`src/hw/spi1_defines.svh`:
```
`ifndef SPI1_DEFINES_SVH
`define SPI1_DEFINES_SVH

// Bus address width in bits
`define SPI1_ADDR_WIDTH 20

// Bus data width in bits
`define SPI1_DATA_WIDTH 8

// Address bits decoded by the on-chip RAM, higher bits alias
`define SPI1_RAM_ADDR_BITS 10

// Flops per SPI pin synchronizer
`define SPI1_SYNC_STAGES 2

`endif

```
`src/hw/spi1_sync.sv`:
```
`timescale 1ns/1ns
`include "spi1_defines.svh"

module spi1_sync (
    input  logic clock,
    input  logic reset_i,
    input  logic spi_sck_i,
    input  logic spi_cs_n_i,
    input  logic spi_pico_i,
    output logic sck_rise_o,
    output logic sck_fall_o,
    output logic cs_active_o,
    output logic cs_start_o,
    output logic cs_end_o,
    output logic pico_o
);
    localparam int STAGES = `SPI1_SYNC_STAGES;

    logic [STAGES-1:0] sck_sync;
    logic [STAGES-1:0] cs_n_sync;
    logic [STAGES-1:0] pico_sync;
    logic              sck_prev;   // Edge detect stage
    logic              cs_n_prev;
    logic              sck_now;
    logic              cs_n_now;

    always_ff @(posedge clock) begin
        if (reset_i) begin
            sck_sync  <= '0;
            cs_n_sync <= '1;     // Deselected
            pico_sync <= '0;
            sck_prev  <= 1'b0;
            cs_n_prev <= 1'b1;
        end else begin
            sck_sync  <= {sck_sync[STAGES-2:0], spi_sck_i};
            cs_n_sync <= {cs_n_sync[STAGES-2:0], spi_cs_n_i};
            pico_sync <= {pico_sync[STAGES-2:0], spi_pico_i};
            sck_prev  <= sck_now;
            cs_n_prev <= cs_n_now;
        end
    end

    assign sck_now  = sck_sync[STAGES-1];
    assign cs_n_now = cs_n_sync[STAGES-1];

    assign sck_rise_o  = sck_now & ~sck_prev;
    assign sck_fall_o  = ~sck_now & sck_prev;
    assign cs_active_o = ~cs_n_now;
    assign cs_start_o  = ~cs_n_now & cs_n_prev;   // Frame begins
    assign cs_end_o    = cs_n_now & ~cs_n_prev;   // Frame ends
    assign pico_o      = pico_sync[STAGES-1];
endmodule

```
`config.mk`:
```
export PLATFORM = sky130hd
export DESIGN_NAME = spi1_sync
export DESIGN_NICKNAME = d
export VERILOG_FILES = /design/src/hw/spi1_sync.sv
export VERILOG_INCLUDE_DIRS = /design/src /design/src/hw
export SDC_FILE = /design/constraint.sdc
export NUM_CORES = 1
export LEC_CHECK = 0
export BUFFER_PORTS_ARGS = -buffer_cell sky130_fd_sc_hd__buf_2
export CORE_AREA = 4 4 41 43
export DETAILED_ROUTE_END_ITERATION = 10
export DIE_AREA = 0 0 45 47
export SLEW_MARGIN = 30
export SYNTH_ARGS = -nofsm -noshare
export SYNTH_HDL_FRONTEND = slang
export SYNTH_SLANG_ARGS = --single-unit
```
`constraint.sdc`:
```
create_clock -name clock -period 0.8 [get_ports clock]
set_input_delay 0 -clock clock [delete_from_list [all_inputs] [get_ports clock]]
set_output_delay 0 -clock clock [all_outputs]
set_load 0.1 [all_outputs]
```
* Yosys cells after proc, flatten, opt, wreduce, memory -nomap -nowiden
Index checks and enable logic that the tools add are counted.
** Storage, ports and cells
- Register bits after elaboration :: 8
- Input port bits :: 5
** Operators by class
- Bitwise operators :: 8
** Operator list (number)
- $and 1x1->1 :: 4
- $not 1->1 :: 4

* Logic depth before layout (Yosys ltp)
- Depth after elaboration :: 2
- Mapped depth :: 1
- Gate-level depth less buffers :: 1

* Least setup slack after synthesis
Ideal clock, no wire load.
- Kind :: register to output
- Start point :: reg cs_n_sync[1]
- End point :: out cs_end_o
- Arrival :: 1.693 ns
- Data required time :: 0.800 ns
- Slack :: -0.893 ns
- Cell stages (with the launch flop) :: 2
- Path through :: dfxtp_1 -> nor2b_1
** Between the ends
- Cells in the longest elaborated chain, start to end :: 1
** Ends and longest elaborated chain
- from (decl) :: RTL line spi1_sync.sv:20 : logic [STAGES-1:0] cs_n_sync;
- from (signal assigned) :: RTL line spi1_sync.sv:36 : cs_n_sync <= {cs_n_sync[STAGES-2:0], spi_cs_n_i};
- $and 1x1->1 :: RTL line spi1_sync.sv:50 : assign cs_end_o = cs_n_now & ~cs_n_prev;
- to (decl) :: RTL line spi1_sync.sv:14 : output logic cs_end_o,
Every way passes these cells.

* Worst setup path in the final report
Same ends and word-level chain as after synthesis.

==> impl_metrics.yaml <==
routing:
  vias: 186
  routed_wl_um: 407
  drtIter0Drc: 1
  ant_nets: 0
  dr_wl_met2_um: 191
  met1_length_um: 142
  drc: 0
  via_per_inst: 3.58
  route.met3.wl_um: 72
  topRoutingLayerUsed: "met3"
  first_pass_iters: 2
  wire_per_inst_um: 7.83
sta:
  finalCritPeriodShare: 1.18
  rsz0062_at_grt: "yes"
  clock.fmax_mhz: 1060
  timing_hold_violations_final: 0
  relSlewSlack: 0.848
  fin_tns_setup_ns: -0.607
  worst_pin_slew_ns: 0.227
  drv_slew: 0
  period_needed_ns: 0.946
  setup_viol: 5
  finClkSkew_ns: 0.00269
  timing.final.ws_setup_ns: -0.146
grt:
  groute.usage.overall: 0.0540
  gr-total-overflow: 0
  grt_max_degree: 9
  grt_pass1_vias: 159
  antenna_found_initial: 0
  grt_pass1_wl_um: 696
place:
  place_area_um2: 434
  dp_hpwl_um: 289
  portBuffers: 10
  gp_congestion: 0.604
cts:
  cts.sinks: 8
  path_clk_slew_ns: 0.05
  tritoncts: "yes"
  post-cts-setup-buffer-count: 0
  clk_path_buf_depth: 2
  clk_latency_ns: 0.24
  cts.root.buffer_cell: "clkbuf_4"
  htreeDepth: 1
  numCtsBuffers: 3
die:
  dieHeight_um: 47
  placementRows: 13
  core_um2: 1300
  fp.dieW_um: 45
  ios: 11
  die-area_um2: 2120
  initial_utilization: 0.184
setup_path:
  r2r-start: "cs_n_sync[1]"
  path_cells: "nor2b_4, buf_12"
  timing.rr.end: "cs_n_prev"
  rr_worst_depth: 1
  arrival_ns: 0.95
  worst_setup_path_start_kind: "register"
  critPathKind: "reg -> out"
  crit_path_end_kind: "output port"
  crit_fanout: 4
  crit_required_ns: 0.80
  worstSetupStartpoint: "cs_n_sync[1]"
  r2r_slack_ns: 0.12
  crit_slowest_cell: "dfxtp_4"
  max_stage_delay_ns: 0.37
worst_hold_path:
  hold_class: "reg -> reg"
  min-delay-start: "cs_n_sync[0]"
  hold_end: "cs_n_sync[1]"
  whs_path_depth: 1
yosys:
  seq_area_frac_synth: 0.670
  avgSynthCellArea_um2: 11.4
  yosysWarnings: 0
  synth_seq_cells: 8
  synth.distinct_cells: 4
  syn_area_um2: 239
  synthCells: 21
  synth_nets: 26
final_layout:
  antenna_cells: 0
  fillers: 131
  multi_input_comb_area_um2: 105
  drive_above_1_share: 0.568
  register_area_um2: 169
  nets: 44
  fin_area_um2: 494
  area_delta_synth_final_pct: 107
flow_run:
  max_cap_viol_count: 0
power:
  seqPwrFrac: 0.479
  p_per_area_nw_per_um2: 1800
  p_clk_frac: 0.324
  comb_power_share: 0.197
  vdd_drop_max_uv: 806
  p_int_w: 0.000662
  swShare: 0.257
  power.leakage_nw: 0.214
  p_sw_w: 0.000229
outcome:
  violations: "setup timing"
  status: "finished with violations"
[worst max-delay path, delay by kind of cell (launching register included)]
kind	cells	cell delay (ns)
and+or+nand+nor	1	0.16
DFF	1	0.37
buffers and inverters	1	0.18
[cell families (layout without fill, tap and decap cells)]
| group | Yosys count | after routing | synth area share |
|---|---|---|---|
| buffers and inverters | 1 | 17 | 0.0157 |
| DFF | 8 | 8 | 0.670 |
| and+or+nand+nor | 12 | 12 | 0.314 |
[worst max path at each step]
| stage | to | slack [ns] | cells past startpoint |
|---|---|---|---|
| 4_1_cts | cs_end_o | -0.16 | 2 |
| 3_3_place_gp | cs_end_o | 0.11 | 2 |
| 6_report | cs_end_o | -0.15 | 2 |
| 5_1_grt | cs_end_o | -0.20 | 2 |
| 3_5_place_dp | cs_end_o | 0.10 | 2 |
| 2_1_floorplan | cs_active_o | -0.11 | 1 |
[per-stage QoR]
stage / instances / setup WS [ns] / power [W] / hold slack (ns) / utilization
2_1_floorplan: 21 / -0.114 / 0.000536 / 0.0642 / -
3_3_place_gp: 46 / 0.114 / 0.000599 / 0.181 / 0.334
3_5_place_dp: 46 / 0.101 / 0.000601 / 0.179 / 0.334
4_1_cts: 53 / -0.162 / 0.000915 / 0.400 / 0.384
5_1_grt: 52 / -0.196 / 0.000948 / 0.418 / 0.380
6_report: 52 / -0.146 / 0.000891 / 0.398 / 0.380
[state kept, by name, summed over array words and instances (netlist names)]
name,cells
sck_sync,2
pico_sync,2
sck_prev,1
cs_n_prev,1
cs_n_sync,2
[what timing repair did]
action,CTS,global route
gates cloned,0,0
hold buffers,4,0
endpoints found under the hold margin,6,0
resized for setup,1,0
endpoints found under the setup margin,5,7
[per-layer routing]
layer	track usage	up-vias
met4	0.0175	0
met1	0.0438	74
met3	0.0728	0
met2	0.0763	15
met5	0	-
li1	-	97
[cells in the mapped netlist]
master	n	area, µm²
inv_1	1	3.75
or2_1	3	18.8
dfxtp_1	8	160
nor2b_1	9	56.3
[power groups by stage]
stage | Sequential (W) | Combinational, W | Clock (W)
after global placement | 0.000436 | 0.000163 | 0
final | 0.000427 | 0.000175 | 0.000289
after global routing | 0.000428 | 0.000185 | 0.000336
after floorplan | 0.000449 | 0.0000868 | 0
after CTS | 0.000427 | 0.000178 | 0.000309
after detailed placement | 0.000437 | 0.000164 | 0
[cells in the final DEF, fill, tap and decap left out]
cell           instances
dlygate4sd3_1          4
dfxtp_1                3
clkbuf_4               3
inv_1                  1
buf_12                 6
nor2b_1                5
nor2b_4                4
or2_1                  3
buf_2                  3
dfxtp_4                1
dfxtp_2                4
[layout make-up]
| type | instances | share of cell area |
|---|---|---|
| inverter | 1 | 0.00759 |
| sequential | 8 | 0.342 |
| clock buffer | 3 | 0.0456 |
| multi-input combinational | 12 | 0.213 |
| timing repair buffer | 13 | 0.354 |
| tap | 15 | 0.0380 |
Note: power is estimated with default switching activity, not from simulation.
