[config.mk]
export PLATFORM = sky130hd
export DESIGN_NAME = spi1_target
export DESIGN_NICKNAME = d
export VERILOG_FILES = /design/src/hw/bus_pkg.sv /design/src/hw/spi1_target.sv
export VERILOG_INCLUDE_DIRS = /design/src /design/src/hw
export SDC_FILE = /design/constraint.sdc
export NUM_CORES = 1
export LEC_CHECK = 0
export BUFFER_PORTS_ARGS = -buffer_cell sky130_fd_sc_hd__clkbuf_2
export CAP_MARGIN = 0
export CORE_ASPECT_RATIO = 1.2
export CORE_MARGIN = 2
export CORE_UTILIZATION = 50
export CTS_CLUSTER_DIAMETER = 80
export CTS_CLUSTER_SIZE = 24
export DETAILED_ROUTE_END_ITERATION = 8
export PLACE_DENSITY_LB_ADDON = 0.1
export SETUP_SLACK_MARGIN = 0.02
export SYNTH_ARGS = -nofsm -noshare
export SYNTH_HDL_FRONTEND = slang
export SYNTH_SLANG_ARGS = --single-unit
export TNS_END_PERCENT = 5
[constraint.sdc]
create_clock -name clock -period 1.9 [get_ports clock]
set_input_delay 0 -clock clock [delete_from_list [all_inputs] [get_ports clock]]
set_output_delay 0 -clock clock [all_outputs]
set_load 0.01 [all_outputs]
[src/hw/spi1_defines.svh]
`ifndef SPI1_DEFINES_SVH
`define SPI1_DEFINES_SVH

// Bus address width in bits
`define SPI1_ADDR_WIDTH 20

// Bus data width in bits
`define SPI1_DATA_WIDTH 8

// Address bits decoded by the on-chip RAM, higher bits alias
`define SPI1_RAM_ADDR_BITS 10

// Flops per SPI pin synchronizer
`define SPI1_SYNC_STAGES 2

`endif

[src/hw/bus_pkg.sv]
`include "spi1_defines.svh"

package bus_pkg;
    typedef logic [`SPI1_ADDR_WIDTH-1:0] addr_t;  // Bus address
    typedef logic [`SPI1_DATA_WIDTH-1:0] data_t;  // Bus data byte
endpackage

[src/hw/spi1_target.sv]
`timescale 1ns/1ns

module spi1_target (
    input  logic           clock,
    input  logic           reset_i,
    input  logic           sck_rise_i,
    input  logic           sck_fall_i,
    input  logic           cs_start_i,
    input  logic           cs_active_i,
    input  logic           pico_i,
    input  logic           tx_load_i,
    input  bus_pkg::data_t tx_byte_i,
    output bus_pkg::data_t rx_byte_o,
    output logic           rx_valid_o,
    output logic           spi_poci_o
);
    import bus_pkg::*;

    localparam int BITS        = $bits(data_t);
    localparam int COUNT_WIDTH = $clog2(BITS);

    logic [COUNT_WIDTH-1:0] bit_count;
    logic [BITS-2:0]        rx_shift;   // First seven bits of a byte
    data_t                  tx_shift;
    logic                   sample;
    logic                   last_bit;
    logic                   shift_out;

    assign sample    = cs_active_i && sck_rise_i;
    assign last_bit  = (bit_count == COUNT_WIDTH'(BITS - 1));
    // The falling edge that closes a byte leaves the next byte's MSB in place
    assign shift_out = cs_active_i && sck_fall_i && (bit_count != '0);

    always_ff @(posedge clock) begin
        if (reset_i) begin
            bit_count  <= '0;
            rx_valid_o <= 1'b0;
        end else begin
            rx_valid_o <= 1'b0;
            if (cs_start_i) begin
                bit_count <= '0;              // Realign to byte boundary
            end else if (sample) begin
                bit_count  <= bit_count + 1'b1;
                rx_valid_o <= last_bit;       // Eighth rising edge
            end
        end
    end

    always_ff @(posedge clock) begin
        if (sample) begin
            rx_shift <= {rx_shift[BITS-3:0], pico_i};   // MSB first
            if (last_bit) begin
                rx_byte_o <= {rx_shift, pico_i};
            end
        end
    end

    always_ff @(posedge clock) begin
        if (reset_i) begin
            tx_shift <= '0;
        end else if (tx_load_i) begin
            tx_shift <= tx_byte_i;                      // Load wins over shift
        end else if (shift_out) begin
            tx_shift <= {tx_shift[BITS-2:0], 1'b0};
        end
    end

    assign spi_poci_o = tx_shift[BITS-1];
endmodule

; ---- Word level (Yosys, flattened, before mapping)
; Cells that the tools add are included.
[word_totals]
regBits = 27
latch_bits = 0
mem_bits_rw = 0
romBits = 0
out_inout_bits = 10
word_cells = 18
mem_count = 0
[classes]
n_addsub = 1
multipliers = 0
div = 0
order_cmp = 0
eq_ne = 1
shifts = 0
n_mux = 2
bitwise_logic = 1
reduce_logical = 8
[op_table]
columns = op, n
row1 = $mux W8, 2
row2 = $add A3 B1 Y3 const B, 1
row3 = $eq A3 B3 Y1 const B, 1
row4 = $logic_and A1 B1 Y1, 3
row5 = $reduce_bool A3 Y1, 1
row6 = $reduce_or A3 Y1, 1
row7 = $reduce_and A2 Y1, 1
row8 = $reduce_bool A2 Y1, 1
row9 = $reduce_or A2 Y1, 1
row10 = $not A1 Y1, 1

; ---- Logic depth before layout (Yosys ltp)
[logic_depth]
depth_word = 4
ltp_mapped = 6
ltp_nobuf = 5

; ---- Worst setup path after synthesis
; No wires, ideal clock.
[synth_path]
kind = register to register
start = reg bit_count[0]
end = reg tx_shift[6]
setup_ns = 0.112
arrival_time_ns = 1.327
setup_slack_ns = 0.461
stages_incl_launch_ff = 7
n_path_buf = 1
synth_period_minus_slack_ns = 1.439
cell_sequence = dfxtp_1 > inv_1 > ha_1 > nor2b_1 > buf_6 > or2_4 > a2111oi_1
[synth_via]
elab_chain_len = 3
[synth_rtl]
columns = item, line_no
row1 = start: declaration, spi1_target.sv:22  ; logic [COUNT_WIDTH-1:0] bit_count;
row2 = start signal: assignment, spi1_target.sv:43  ; bit_count <= bit_count + 1'b1;
row3 = $reduce_bool A3 Y1, spi1_target.sv:32  ; assign shift_out = cs_active_i && sck_fall_i && (bit_count != '0);
row4 = $logic_and A1 B1 Y1, spi1_target.sv:32
row5 = $reduce_bool A2 Y1 (no source line), --
row6 = end signal: assignment, spi1_target.sv:62  ; tx_shift <= tx_byte_i;
row7 = end signal: assignment, spi1_target.sv:64  ; tx_shift <= {tx_shift[BITS-2:0], 1'b0};
row8 = end: declaration, spi1_target.sv:24  ; data_t tx_shift;
; No other way between the ends.
; A chain may end at the register's enable or synchronous reset.

; ---- Worst setup path in the final report
[layout_path]
start = reg bit_count[0]
end = reg tx_shift[3]
; The elaborated chain is that of the path after synthesis.

==> results.py <==
metrics = {
    "sta": {
        "post-route-period-util_pct": 86.9,
        "setup_viol_count_final": 0,
        "worst-slew-pin-transition_ns": 0.634,
        "finClkSkew_ns": 0.000958,
        "worst_slew_margin_rel_pct": 57.7,
        "drv_slew": 0,
        "hold_viol": 0,
        "maxClockFrequency_ghz": 0.606,
        "finalSetupTns_ns": 0,
        "rsz0062_at_grt": "no",
        "fin_crit_ns": 1.65,
    },
    "floorplanning": {
        "num_rows": 18,
        "core-area_um2": 2030,
        "initial_core_util_pct": 52.0,
        "io_pins": 26,
        "design.die.area_um2": 2490,
        "die_y_um": 54.3,
        "die_w_um": 45.9,
    },
    "finish": {
        "nFillCells": 174,
        "drive_above_1_share_pct": 25.9,
        "syn2layout_area_growth_pct": 23.0,
        "n_antenna_cell": 0,
        "layout.nets": 136,
        "design_area_um2": 1300,
    },
    "power_and_ir_drop": {
        "leakage_nw": 0.515,
        "cellPowerDensity_nw_per_um2": 735,
        "ir_drop_mv": 0.482,
    },
    "worst_setup_path": {
        "crit_chain": "inv_1 -> ha_1 -> nor2b_1 -> nor4_1 -> a2111oi_1",
        "ff2ff_setup_slack_ns": 0.25,
        "cpMaxStageDelayCell": "nor2b_1",
        "cp.required_ns": 2.10,
        "reg2reg_depth": 5,
        "crit_path_end_kind": "flip-flop",
        "regToRegStartpoint": "bit_count[0]",
        "arrival_ns": 1.85,
        "cp-start-kind": "flip-flop",
        "crit_type": "reg2reg",
        "path_max_fanout": 10,
        "worst_r2r_endpoint": "tx_shift[3]",
        "cpPeakStageDelay_ns": 0.52,
    },
    "placed_design": {
        "place_hpwl_um": 1120,
        "portBuffers": 25,
        "placed_area_um2": 1180,
        "routabilityCongestion": 0.712,
    },
    "job": {
        "drv_cap": 0,
    },
    "route": {
        "drtIter0Drc": 10,
        "vias": 725,
        "drcViolationCount": 0,
        "drt_pass1_iterations": 4,
        "drt_wl_total_um": 1600,
        "wl_per_cell_um": 11.7,
        "vias_per_cell": 5.33,
        "ant_nets": 0,
    },
    "synthesis": {
        "syn_avg_cell_area_um2": 12.8,
        "synthesis.area_um2": 1050,
        "yosys_warnings": 0,
        "synthFlopType": "edfxtp_1",
        "synth_top_area_share_pct": 42.8,
        "syn_nets": 101,
        "yosysSeqAreaShare_pct": 65.6,
        "yosys.area.top_type": "edfxtp_1",
        "ys_async_sr_fraction_pct": 0,
        "synth_most_common_cell": "edfxtp_1",
        "postSynthCellCount": 82,
        "ys_top_cells_by_count": "edfxtp_1 (15), dfxtp_1 (12), nor2b_1 (9)",
        "ys_ff_latch": 27,
        "synth_cell_type_count": 23,
        "synth_edf_count": 15,
        "synth_area_leaders": "edfxtp_1 (43%), dfxtp_1 (23%), a2111oi_1 (5.7%), nor2b_1 (5.3%), ha_1 (3.6%)",
    },
    "clocking": {
        "cts_buffer_depth": 2,
        "cts_resized": 0,
        "clk_transition_reported_paths_ns": 0.13,
        "clk_latency_ns": 0.30,
        "tritoncts": "yes",
        "cts_made_buffers": 3,
        "cts_sinks": 27,
        "htreeDepth": 1,
        "root_buffer": "clkbuf_4",
        "post_cts_buffers": 0,
    },
    "min_path": {
        "min_from": "tx_byte_i[2]",
        "hold_class": "in2reg",
        "hold_path_depth": 3,
        "hold_end": "tx_shift[2]",
    },
    "global_routing": {
        "grt_pass1_vias": 649,
        "grt_use_total_pct": 15.1,
        "overflow": 0,
        "grt_max_degree": 23,
        "antenna_found_initial": 0,
        "grt_first_pass_wirelength_um": 2680,
    },
    "status": {
        "status": "finished, final reports clean",
    },
}
==> cell families after synthesis <==
kind of cell	share of synthesized area, %
simple gates	16.6
flops	65.6
compound gates	8.19
buf+inv	3.33
fa+ha+maj	3.56
mux	1.90
xor+xnor	0.832
==> stage by stage <==
| stage | hold slack [ns] | total power (W) | std cells | utilization, % | setup WS [ns] |
|---|---|---|---|---|---|
| after CTS | 0.00259 | 0.000972 | 136 | 64.0 | 0.251 |
| final | 0.0134 | 0.000952 | 136 | 64.0 | 0.249 |
| after detailed placement | 0.201 | 0.000724 | 123 | 58.2 | 0.242 |
| after global placement | 0.193 | 0.000721 | 123 | 58.2 | 0.341 |
| after floorplan | 0.0758 | 0.000698 | 82 | - | 0.461 |
| after global routing | 0.0216 | 0.000999 | 136 | 64.0 | 0.0641 |
==> worst max path at each step <==
stage / start / end / slack (ns) / depth (start not counted)
3_3_place_gp: bit_count[0] / tx_shift[5] / 0.34 / 5
2_1_floorplan: bit_count[0] / tx_shift[6] / 0.46 / 6
4_1_cts: bit_count[0] / tx_shift[6] / 0.25 / 5
3_5_place_dp: bit_count[0] / tx_shift[3] / 0.24 / 5
5_1_grt: bit_count[0] / tx_shift[3] / 0.06 / 5
6_report: bit_count[0] / tx_shift[3] / 0.25 / 5
==> layout by cell type, fill, tap and decap left out, types with 2 or more instances in the layout <==
cell type	n
clkbuf_2	25
edfxtp_1	15
dfxtp_1	12
nor2b_1	9
dlygate4sd3_1	9
nor2_1	8
nor4_1	6
a2111oi_1	6
inv_1	3
nor3_1	3
ha_1	3
clkbuf_4	3
nand2_1	2
mux2i_1	2
==> per-layer routing <==
metal / track usage (%) / vias up / share of wire [%]
li1: - / 369 / -
met1: 19.6 / 336 / 46
met2: 24.1 / 18 / 49
met3: 2.97 / 2 / 3.9
met4: 7.14 / 0 / 0.75
met5: 0 / - / 0
==> report_power, final <==
group	total [W]	leakage [nW]	internal, W	switching (W)
Clock	0.000228	0.0150	0.0000818	0.000146
Sequential	0.000642	0.236	0.000634	0.00000816
Combinational	0.0000822	0.264	0.0000424	0.0000398
Total	0.000952	0.515	0.000758	0.000194
==> sequential cells by signal, summed over array words and instances (netlist names) <==
name and cells:
tx_shift 8, bit_count 3, rx_byte_o 8, rx_valid_o 1, rx_shift 7
==> cell type report <==
cell class | instances | area, um2 | share of cell area, %
clock buffers | 4 | 26.3 | 2.03
inverters | 3 | 11.3 | 0.869
multi-input cells | 48 | 328 | 25.3
flip-flops and latches | 27 | 691 | 53.3
well taps | 20 | 25.0 | 1.93
repair buffers | 34 | 215 | 16.6
==> worst max-delay path, delay by kind of cell (launching register included) <==
family                   cells  cell delay [ns]
AO/OA/AOI/OAI                1             0.38
flip-flops                   1             0.34
AND/OR/NAND/NOR              2             0.61
adder cells (fa/ha/maj)      1             0.14
buffers and inverters        1             0.08
==> what timing repair did <==
item / CTS / global route
hold buffers: 9 / 0
endpoints found under the hold margin: 13 / 0
setup endpoints to repair: 0 / 0
Note: power is estimated with default switching activity, not from simulation.
