$ cat config.mk
export PLATFORM = sky130hd
export DESIGN_NAME = spi1_controller
export DESIGN_NICKNAME = d
export VERILOG_FILES = /design/src/hw/bus_pkg.sv /design/src/hw/spi1_cmd_pkg.sv /design/src/hw/spi1_controller.sv
export VERILOG_INCLUDE_DIRS = /design/src /design/src/hw
export SDC_FILE = /design/constraint.sdc
export NUM_CORES = 1
export LEC_CHECK = 0
export BUFFER_PORTS_ARGS = -buffer_cell sky130_fd_sc_hd__buf_2
export CAP_MARGIN = 20
export CORE_UTILIZATION = 55
export DETAILED_ROUTE_END_ITERATION = 7
export PLACE_DENSITY = 0.87
export SETUP_SLACK_MARGIN = 0.3
export SLEW_MARGIN = 0
export SYNTH_ARGS = -nofsm -noshare
export SYNTH_HDL_FRONTEND = slang
export SYNTH_SLANG_ARGS = --single-unit
$ cat constraint.sdc
create_clock -name clock -period 6.2 [get_ports clock]
set_clock_uncertainty 0.15 [all_clocks]
set_input_delay 0.62 -clock clock [delete_from_list [all_inputs] [get_ports clock]]
set_output_delay 0.62 -clock clock [all_outputs]
set_load 0.05 [all_outputs]
$ cat src/hw/spi1_defines.svh
`ifndef SPI1_DEFINES_SVH
`define SPI1_DEFINES_SVH

// Bus address width in bits
`define SPI1_ADDR_WIDTH 20

// Bus data width in bits
`define SPI1_DATA_WIDTH 8

// Address bits decoded by the on-chip RAM, higher bits alias
`define SPI1_RAM_ADDR_BITS 10

// Flops per SPI pin synchronizer
`define SPI1_SYNC_STAGES 2

`endif

$ cat src/hw/bus_pkg.sv
`include "spi1_defines.svh"

package bus_pkg;
    typedef logic [`SPI1_ADDR_WIDTH-1:0] addr_t;  // Bus address
    typedef logic [`SPI1_DATA_WIDTH-1:0] data_t;  // Bus data byte
endpackage

$ cat src/hw/spi1_cmd_pkg.sv
`include "spi1_defines.svh"

package spi1_cmd_pkg;
    typedef enum logic [1:0] {
        MODE_AT   = 2'd0,  // Address bytes follow
        MODE_NEXT = 2'd1,  // Previous address plus one
        MODE_PREV = 2'd2,  // Previous address minus one
        MODE_SAME = 2'd3   // Previous address again
    } addr_mode_e;

    typedef struct packed {
        logic                         we;        // Write flag
        addr_mode_e                   mode;      // Address formation
        logic                         reserved;
        logic [`SPI1_ADDR_WIDTH-17:0] addr_hi;   // Address 19:16, at only
    } cmd_t;

    typedef enum logic [2:0] {
        IDLE,      // Waiting for command byte
        ADDR_MID,  // Waiting for address 15:8
        ADDR_LOW,  // Waiting for address 7:0
        DATA,      // Waiting for write data
        BUS,       // Bus cycle in flight
        READ_OUT,  // Read data shifting out
        DONE       // Frame complete
    } frame_state_e;
endpackage

$ cat src/hw/spi1_controller.sv
`timescale 1ns/1ns

module spi1_controller (
    input  logic           clock,
    input  logic           reset_i,
    input  logic           cs_start_i,
    input  logic           cs_end_i,
    input  bus_pkg::data_t rx_byte_i,
    input  logic           rx_valid_i,
    input  bus_pkg::data_t bus_rdata_i,
    input  logic           bus_ack_i,
    output bus_pkg::addr_t bus_addr_o,
    output bus_pkg::data_t bus_wdata_o,
    output logic           bus_we_o,
    output logic           bus_cycle_o,
    output bus_pkg::data_t tx_byte_o,
    output logic           tx_load_o,
    output logic           spi_stall_o
);
    import bus_pkg::*;
    import spi1_cmd_pkg::*;

    frame_state_e state;
    frame_state_e state_d;
    cmd_t         cmd;
    addr_t        addr_cmd;   // Address selected by the command byte

    assign cmd = cmd_t'(rx_byte_i);

    always_comb begin
        case (cmd.mode)
            MODE_AT:   addr_cmd = {cmd.addr_hi, bus_addr_o[15:0]};
            MODE_NEXT: addr_cmd = bus_addr_o + 1'b1;   // Wraps at 2^20
            MODE_PREV: addr_cmd = bus_addr_o - 1'b1;
            default:   addr_cmd = bus_addr_o;
        endcase
    end

    always_comb begin
        state_d = state;
        case (state)
            IDLE: begin
                if (rx_valid_i) begin
                    if (cmd.mode == MODE_AT) begin
                        state_d = ADDR_MID;
                    end else begin
                        state_d = cmd.we ? DATA : BUS;
                    end
                end
            end
            ADDR_MID: if (rx_valid_i) state_d = ADDR_LOW;
            ADDR_LOW: if (rx_valid_i) state_d = bus_we_o ? DATA : BUS;
            DATA:     if (rx_valid_i) state_d = BUS;
            BUS:      if (bus_ack_i) state_d = bus_we_o ? DONE : READ_OUT;
            READ_OUT: if (rx_valid_i) state_d = DONE;   // Dummy byte clocked
            default:  state_d = state;                   // Hold until frame ends
        endcase
        if (cs_start_i || cs_end_i) begin
            state_d = IDLE;   // Abandons any cycle in flight
        end
    end

    always_ff @(posedge clock) begin
        if (reset_i) begin
            state       <= IDLE;
            bus_cycle_o <= 1'b0;
        end else begin
            state       <= state_d;
            bus_cycle_o <= (state_d == BUS);
        end
    end

    // Address survives across frames for next, prev and same
    always_ff @(posedge clock) begin
        if (reset_i) begin
            bus_addr_o <= '0;
            bus_we_o   <= 1'b0;
        end else if (rx_valid_i) begin
            case (state)
                IDLE: begin
                    bus_addr_o <= addr_cmd;
                    bus_we_o   <= cmd.we;
                end
                ADDR_MID: bus_addr_o <= {bus_addr_o[19:16], rx_byte_i, bus_addr_o[7:0]};
                ADDR_LOW: bus_addr_o <= {bus_addr_o[19:8], rx_byte_i};
                default:  ;
            endcase
        end
    end

    always_ff @(posedge clock) begin
        if (state == DATA && rx_valid_i) begin
            bus_wdata_o <= rx_byte_i;
        end
    end

    // Host holds off the dummy byte for the whole bus cycle
    assign spi_stall_o = bus_cycle_o;

    assign tx_byte_o = bus_rdata_i;
    assign tx_load_o = bus_ack_i && (state == BUS) && !bus_we_o;   // Read data to shifter
endmodule

# Yosys cells after proc, flatten, opt, wreduce, memory -nomap -nowiden
# Cells that the tools add are included.
[word_totals]
reg_bits = 33
output_inout_bits = 40
[classes]
addsub = 2
n_eq_ne = 10
mux = 14
n_bitwise = 2
n_reduce_logical = 14
[op_table]
columns = ["cell", "count"]
rows = [
  ["one-hot mux 20 bit (3 select lines)", 2],
  ["2-to-1 mux 3 bit", 10],
  ["adder 20 x 1 -> 20 bit, second input constant", 1],
  ["subtractor 20 x 1 -> 20 bit, second input constant", 1],
  ["one-hot mux 3 bit (6 select lines)", 1],
  ["AND reduction 5 bit", 3],
  ["equality test 3 bit, second input constant", 3],
  ["equality test 3 x 2 -> 1 bit, second input constant", 2],
  ["nonzero test 2 bit", 2],
  ["equality test 3 x 1 -> 1 bit, second input constant", 1],
  ["logical AND 1 bit", 3],
  ["zero test 3 bit", 1],
  ["!= test 3 x 1 -> 1 bit, second input constant", 1],
  ["nonzero test 3 bit", 1],
  ["equality test 2 x 1 -> 1 bit, second input constant", 1],
  ["equality test 2 bit, second input constant", 1],
  ["zero test 2 bit", 1],
  ["2-to-1 mux 2 bit", 1],
  ["!= test 2 bit, second input constant", 1],
  ["NOT 1 bit", 2],
  ["AND reduction 2 bit", 1],
  ["zero test 1 bit", 1],
  ["logical OR 1 bit", 1],
]

# Depth between registers and ports, before layout
# Gate-level depths: netlist of run 1.
[depth]
ltp_word = 6
mapped_depth = 15
mapped_depth_nobuf = 11

# Least setup slack after synthesis of run 1
# No wires, ideal clock.
[synth_path]
path_kind = "input port to flip-flop"
from = "input rx_byte_i[5]"
to = "register bus_addr_o[10]"
arrival_time_ns = 3.342
required_time_ns = 5.917
setup_slack_ns = 2.575
cell_stages = 15
path_buffers = 4
cell_sequence = "inv_1 -> ha_1 -> buf_2 -> buf_6 -> buf_4 -> buf_2 -> xor2_1 -> ha_1 -> or3_4 -> a21oi_4 -> nor4_4 -> or3_1 -> nand4_1 -> mux2i_1 -> o311ai_1"
[synth_via]
elab_chain_cells = 3
word_cells_on_any_way = 8
cone_classes = "eq/ne (4); mux (2); reduce/logical (2)"
[synth_rtl]
columns = ["element", "line_no", "text"]
rows = [
  ["start, declared", "spi1_controller.sv:8", "input bus_pkg::data_t rx_byte_i,"],
  ["equality test 2 bit, or another cell as far along", "spi1_controller.sv:31", "case (cmd.mode)"],
  ["one-hot mux 20 bit (3 select lines), or another cell as far along", "spi1_controller.sv:31", ""],
  ["one-hot mux 20 bit (3 select lines) or AND reduction 5 bit (tied branches)", "n/a", ""],
  ["end signal, assigned", "spi1_controller.sv:81", "bus_addr_o <= addr_cmd;"],
  ["end signal, assigned", "spi1_controller.sv:84", "ADDR_MID: bus_addr_o <= {bus_addr_o[19:16], rx_byte_i, bus_addr_o[7:0]};"],
  ["end signal, assigned", "spi1_controller.sv:85", "ADDR_LOW: bus_addr_o <= {bus_addr_o[19:8], rx_byte_i};"],
  ["end, declared", "spi1_controller.sv:12", "output bus_pkg::addr_t bus_addr_o,"],
]
# Several ways; a longest one is shown, not always the timed one. The select of a mux whose other input is x is not followed.
# A chain may end at the register's enable or synchronous reset.

# Worst setup path in the final report of run 1
[layout_path]
from = "input rx_byte_i[5]"
to = "register bus_addr_o[9]"
# Same word-level chain as after synthesis.

==> flow_summary_export.csv, run 1 <==
group,metric,value,unit
outcome,status,"complete, no violations",
timing,setup_slack,2817,ps
timing,slew_viol_final,0,
floorplanning,core,0.005574,sq mm
timing,rsz0062_at_grt,"no",
global_routing,antenna_found_initial,0,
floorplanning,start_util,57.51,%
power_and_ir_drop,p_per_area,196.9,mW/mm^2
clocking,cts.sinks,33,
global_routing,overflow,0,
timing,whs,402.1,ps
timing,timing.final.crit_share,54.57,%
logic_synthesis,synth.avg_cell_area,7.974,sq um
critical_path,path_class,"in2reg",
routing,drc_errors,0,
clocking,numCtsBuffers,5,
cells_and_area,fillers,488,
floorplanning,io_pins,62,
clocking,cts_resized,0,
timing,tns,0,ps
worst_hold_path,min_path_cells,2,
clocking,clkTransAtPathRegs,70,ps
clocking,htreeDepth,2,
clocking,root_buffer,"clkbuf_8",
cells_and_area,multi_input_area,0.002176,sq mm
logic_synthesis,synth_warnings,0,
cells_and_area,drive_gt1_share,20.73,%
timing,slew_headroom,36.26,%
critical_path,cp.required,6210,ps
timing,max_freq,295.6,MHz
routing,final_antenna_net_count,0,
routing,viasPerCell,6.643,
routing,wl_per_cell,17.90,um
critical_path,path_max_fanout,51,
logic_synthesis,syn_nets,431,
routing,num_vias,3202,
logic_synthesis,synth_edf_count,8,
global_routing,grt_pass1_vias,2858,
routing,drt_wl_total,8.628,mm
global_routing,grt_max_degree,52,
routing,first_iter_violations,410,
timing,tightest_slew,956.1,ps
clocking,tritoncts,"done",
critical_path,crit_path_end_kind,"flop",
logic_synthesis,synth_ff_type,"dfxtp_1",
logic_synthesis,synth-seq-area-share,23.11,%
global_routing,grt_pass1_wl,14.28,mm
job,maxCapViolations,0,
cells_and_area,diodes,0,
logic_synthesis,synth_top_area_cell,"dfxtp_1",
floorplanning,chipWidth,78.35,um
critical_path,critPathLaunchType,"input pin",
logic_synthesis,synth-seq-cells,33,
logic_synthesis,synth_area_leaders,"dfxtp_1 16%, edfxtp_1 7.5%, nand2_1 3.7%",
clocking,post_cts_buffers,0,
worst_hold_path,hp-class,"in2reg",
logic_synthesis,async_flop_share,0,%
power_and_ir_drop,p_leak,1.337,nW
clocking,clock_latency,290,ps
place,dpl.hpwl,6.098,mm
logic_synthesis,synth_top_area_share,15.61,%
floorplanning,fp-row-count,27,
floorplanning,dieArea,0.006138,sq mm
place,pre_cts_slack,2557,ps
timing,finalSetupViolations,0,
critical_path,reg2reg_depth,9,
global_routing,grt_usage,29.19,%
cells_and_area,seqCellArea,740.7,sq um
cells_and_area,layout.nets,438,
floorplanning,die_h,78.35,um
cells_and_area,synthToLayoutAreaGrowth,5.699,%
timing,final.min_clock_period,3383,ps
timing,finalHoldViolCount,0,
critical_path,crit_arrival,3390,ps
logic_synthesis,syn_area,0.003206,sq mm
power_and_ir_drop,power,0.0006672,W
routing,drt-pass1-iter-count,6,
place,place_congestion,0.8559,
place,port_buffers,45,
clocking,hold_buffers,0,
clocking,ctsLongestPathBuffers,2,
power_and_ir_drop,ir_worst_vdd,169.3,uV
logic_synthesis,synth_cell_types,79,
logic_synthesis,synthCells,402,
-- logic make-up after synthesis --
group	Yosys count	share of synthesized area [%]
flip-flops	33	23.11
adder cells (fa/ha/maj)	7	2.732
AO/OA/AOI/OAI	124	28.57
XOR/XNOR	22	6.245
AND/OR/NAND/NOR	149	26.46
multiplexers	12	3.786
buffers and inverters	55	9.095
-- cell type report --
type	count	share of cell area (%)
Clock inverter	2	1.034
Sequential cell	33	21.86
Clock buffer	6	2.142
Tap cell	72	2.659
Multi-Input combinational cell	314	64.22
Timing Repair Buffer	48	7.312
Inverter	7	0.7755
-- metrics by stage --
stage	cells	area, sq um	util (%)
detailed placement	474	3281	58.86
finish	482	3388	60.79
floorplan	402	3206	-
global route	482	3388	60.79
CTS	482	3388	60.79
global placement	474	3281	58.86
-- where the power goes --
| group | switching [W] | internal, W |
|---|---|---|
| logic | 0.000136 | 0.0000723 |
| registers | 0.0000281 | 0.000230 |
| clock network | 0.0000810 | 0.000119 |
-- path summary, 6_finish.rpt --
path	startpoint	to	slack (ps)
setup reg to reg	bus_addr_o[1]$_SDFFE_PP0P_	bus_addr_o[16]$_SDFFE_PP0P_	3380
hold / removal	cs_start_i	state[2]$_SDFF_PP0_	400
hold reg to reg	bus_addr_o[19]$_SDFFE_PP0P_	bus_addr_o[19]$_SDFFE_PP0P_	440
setup / recovery	rx_byte_i[5]	bus_addr_o[9]$_SDFFE_PP0P_	2820
-- cells in the final DEF (no fill, tap or decap), types with 4 or more instances in the layout --
master | netlist | layout
edfxtp_1 | 8 | 8
nand2b_1 | 6 | 6
nor3b_1 | 8 | 8
xnor2_1 | 10 | 10
nand2_1 | 32 | 32
nand3_1 | 15 | 15
a22oi_1 | 5 | 5
nor2_1 | 31 | 31
nor2b_1 | 8 | 8
mux2i_1 | 11 | 11
o21ai_1 | 4 | 4
or3_1 | 6 | 6
buf_2 | 8 | 45
inv_1 | 7 | 7
dfxtp_1 | 25 | 25
ha_1 | 7 | 6
o21ai_0 | 22 | 22
clkbuf_8 | 0 | 5
nor3_1 | 7 | 7
a211oi_1 | 5 | 5
xor2_1 | 11 | 11
a31oi_1 | 9 | 9
nor4_1 | 7 | 7
a21oi_1 | 22 | 22
and3_1 | 4 | 4
-- cell usage after synthesis (3+ instances only) --
| library cell | n |
|---|---|
| and3_1 | 4 |
| buf_6 | 4 |
| o21ai_1 | 4 |
| a22oi_1 | 5 |
| a21o_1 | 3 |
| o31ai_1 | 3 |
| a21oi_1 | 22 |
| nor3_1 | 7 |
| nor2_1 | 31 |
| edfxtp_1 | 8 |
| a211oi_1 | 5 |
| o22ai_1 | 3 |
| mux2i_1 | 11 |
| buf_4 | 12 |
| dfxtp_1 | 25 |
| nand2b_1 | 6 |
| xor2_1 | 11 |
| buf_2 | 8 |
| or3_1 | 6 |
| nor4b_1 | 3 |
| nand3_1 | 15 |
| clkbuf_1 | 22 |
| a21boi_0 | 3 |
| a22o_1 | 3 |
| a21oi_2 | 3 |
| nor4_1 | 7 |
| inv_1 | 7 |
| ha_1 | 7 |
| nor2b_1 | 8 |
| o21ai_0 | 22 |
| a31oi_1 | 9 |
| a311oi_1 | 3 |
| nor3b_1 | 8 |
| nand2_1 | 32 |
| xnor2_1 | 10 |
-- state kept, by name (all words and copies together) (netlist names) --
register     flops
bus_addr_o      20
bus_cycle_o      1
bus_wdata_o      8
bus_we_o         1
state            3
-- worst max-delay path, cell delays in order --
cell      delay [ps]
buf_2            130
inv_1            110
ha_2             460
buf_4            540
nor4b_2          310
o21ai_1          150
a211oi_1         380
nor2_1           120
xnor2_1          180
a221oi_1         300
nor3_1            90
-- metal layers --
metal | wire length [um] | global-route usage [%] | vias to the layer above
met5 | 0 | 0 | -
met1 | 3677 | 39.84 | 1504
met3 | 706 | 4.884 | 27
met2 | 4061 | 46.58 | 166
met4 | 182 | 9.444 | 0
li1 | - | - | 1505
No activity file was read; power rests on OpenSTA's default activity.
==> inputs of run 2 (changes only) <==
- clock period: 6.2 -> 3.3 ns (I/O delays scaled with it)
==> run 2 against run 1 <==
  * Via count increased by 2.9%
  * Critical path depth down 2
  * Final area rose by 1.1%
  * Die area did not move
  * Register-to-register slack worse by 2900 ps
  * Clock power up 97%
  * Combinational power grew 91%
  * Utilization up 0.67 points
  * Global-route usage grew 1.3 points
  * Critical path type is now reg2reg
  * Highest routed layer unchanged
==> flow_summary_export.csv, run 2 (synthesis results as in run 1) <==
group,metric,value,unit
routing,num_vias,3296,
clocking,hold_buffers,0,
floorplanning,start_util,57.51,%
clocking,htreeDepth,2,
critical_path,path_max_fanout,10,
routing,drt-pass1-iter-count,7,
outcome,status,"complete, no violations",
power_and_ir_drop,power,0.001278,W
global_routing,grt_pass1_vias,2973,
timing,max_freq,359.9,MHz
critical_path,crit_path_end_kind,"flop",
clocking,cts_resized,0,
cells_and_area,final_common_cell,"buf_2",
routing,final_antenna_net_count,0,
critical_path,critPathSlowestCell,"dfxtp_1",
cells_and_area,fin_area,0.003426,sq mm
cells_and_area,utilization,61.46,%
clocking,tritoncts,"done",
floorplanning,die_h,78.35,um
clocking,post_cts_buffers,0,
global_routing,grt_max_degree,28,
critical_path,critPathLaunchType,"flop",
clocking,numCtsBuffers,5,
power_and_ir_drop,ir_worst_vdd,271.4,uV
global_routing,grt_pass1_wl,14.73,mm
routing,drt_wl_total,8.838,mm
floorplanning,io_pins,62,
critical_path,path_cells,"xor2_1 -> ha_2 -> a21boi_1 -> o22ai_2 -> nor4_4 -> o21ai_2 -> a311oi_2 -> mux2i_1 -> nor2_1",
timing,rsz0062_at_grt,"no",
worst_hold_path,hp-class,"in2reg",
place,pre_cts_slack,475.8,ps
cells_and_area,largest_reg_flops,20,
place,placed_area,0.003316,sq mm
power_and_ir_drop,p_per_area,373.0,mW/mm^2
timing,slew_headroom,37.84,%
clocking,clkTransAtPathRegs,80,ps
routing,first_iter_violations,262,
clocking,root_buffer,"clkbuf_8",
job,maxCapViolations,0,
cells_and_area,drive_gt1_share,21.79,%
clocking,ctsLongestPathBuffers,2,
timing,tns,0,ps
cells_and_area,seqCellArea,740.7,sq um
floorplanning,dieArea,0.006138,sq mm
clocking,cts.sinks,33,
critical_path,path_class,"reg2reg",
floorplanning,core,0.005574,sq mm
cells_and_area,layout_common_cells,"45 x buf_2, 32 x nand2_1, 31 x nor2_1",
timing,setup_slack,521.6,ps
routing,viasPerCell,6.796,
routing,wl_per_cell,18.22,um
global_routing,overflow,0,
routing,drc_errors,0,
timing,slew_viol_final,0,
cells_and_area,synthToLayoutAreaGrowth,6.870,%
cells_and_area,reg.largest.list,"bus_addr_o: 20 flops, bus_wdata_o: 8 flops, state: 3 flops",
cells_and_area,layout.nets,441,
cells_and_area,top_register,"bus_addr_o",
cells_and_area,fillers,463,
place,port_buffers,45,
timing,tightest_slew,930.4,ps
global_routing,antenna_found_initial,0,
global_routing,grt_usage,30.45,%
place,dpl.hpwl,6.243,mm
critical_path,crit_arrival,2820,ps
critical_path,slowest_delay,580,ps
clocking,clock_latency,300,ps
cells_and_area,multi_input_area,0.002188,sq mm
timing,finalHoldViolCount,0,
timing,final.min_clock_period,2778,ps
place,place_congestion,0.9309,
power_and_ir_drop,p_leak,1.349,nW
critical_path,cp.required,3340,ps
timing,finalSetupViolations,0,
timing,timing.final.crit_share,84.20,%
floorplanning,chipWidth,78.35,um
floorplanning,fp-row-count,27,
cells_and_area,diodes,0,
-- run 2: power breakdown --
part	leakage [nW]	internal (W)	total [W]	switching (W)
clock	0.0518	0.000222	0.000393	0.000171
combinational	1.02	0.000138	0.000399	0.000261
sequential	0.276	0.000432	0.000486	0.0000532
total	1.35	0.000793	0.00128	0.000485
-- run 2: cell type report --
| class | instances | share of cell area [%] |
|---|---|---|
| flip-flops and latches | 33 | 21.62 |
| clock inverters | 3 | 1.205 |
| clock buffers | 5 | 2.009 |
| well taps | 72 | 2.630 |
| inverters | 7 | 0.7670 |
| repair buffers | 51 | 7.889 |
| multi-input cells | 314 | 63.88 |
-- run 2: critical path, delay by kind of cell (launching register included) --
family,cells,cell delay (ps)
adder cells (fa/ha/maj),1,220
multiplexers,1,220
flip-flops,1,580
AO/OA/AOI/OAI,4,790
XOR/XNOR,1,200
AND/OR/NAND/NOR,2,510
-- run 2: final timing paths --
| path | depth (start not counted) | slack, ps | to | start |
|---|---|---|---|---|
| hold reg to reg | 2 | 460 | bus_addr_o[19]$_SDFFE_PP0P_ | bus_addr_o[19]$_SDFFE_PP0P_ |
| hold / removal | 2 | 90 | state[2]$_SDFF_PP0_ | cs_end_i |
| setup reg to reg | 9 | 520 | bus_addr_o[18]$_SDFFE_PP0P_ | bus_addr_o[1]$_SDFFE_PP0P_ |
| setup / recovery | 9 | 520 | bus_addr_o[18]$_SDFFE_PP0P_ | bus_addr_o[1]$_SDFFE_PP0P_ |
-- run 2: per-stage QoR --
stage / cells / hold slack (ps)
floorplan: 402 / 266.9
global placement: 477 / 390.7
detailed placement: 477 / 398.0
CTS: 485 / 84.37
global route: 485 / 80.37
finish: 485 / 88.43
-- run 2: routing by layer --
layer  up-vias  GRT usage (%)  wire length (um)
met3        40          6.512               869
met5         -              0                 0
met4         0          11.67               327
met1      1546          39.90              3593
met2       205          48.68              4049
li1       1505              -                 -
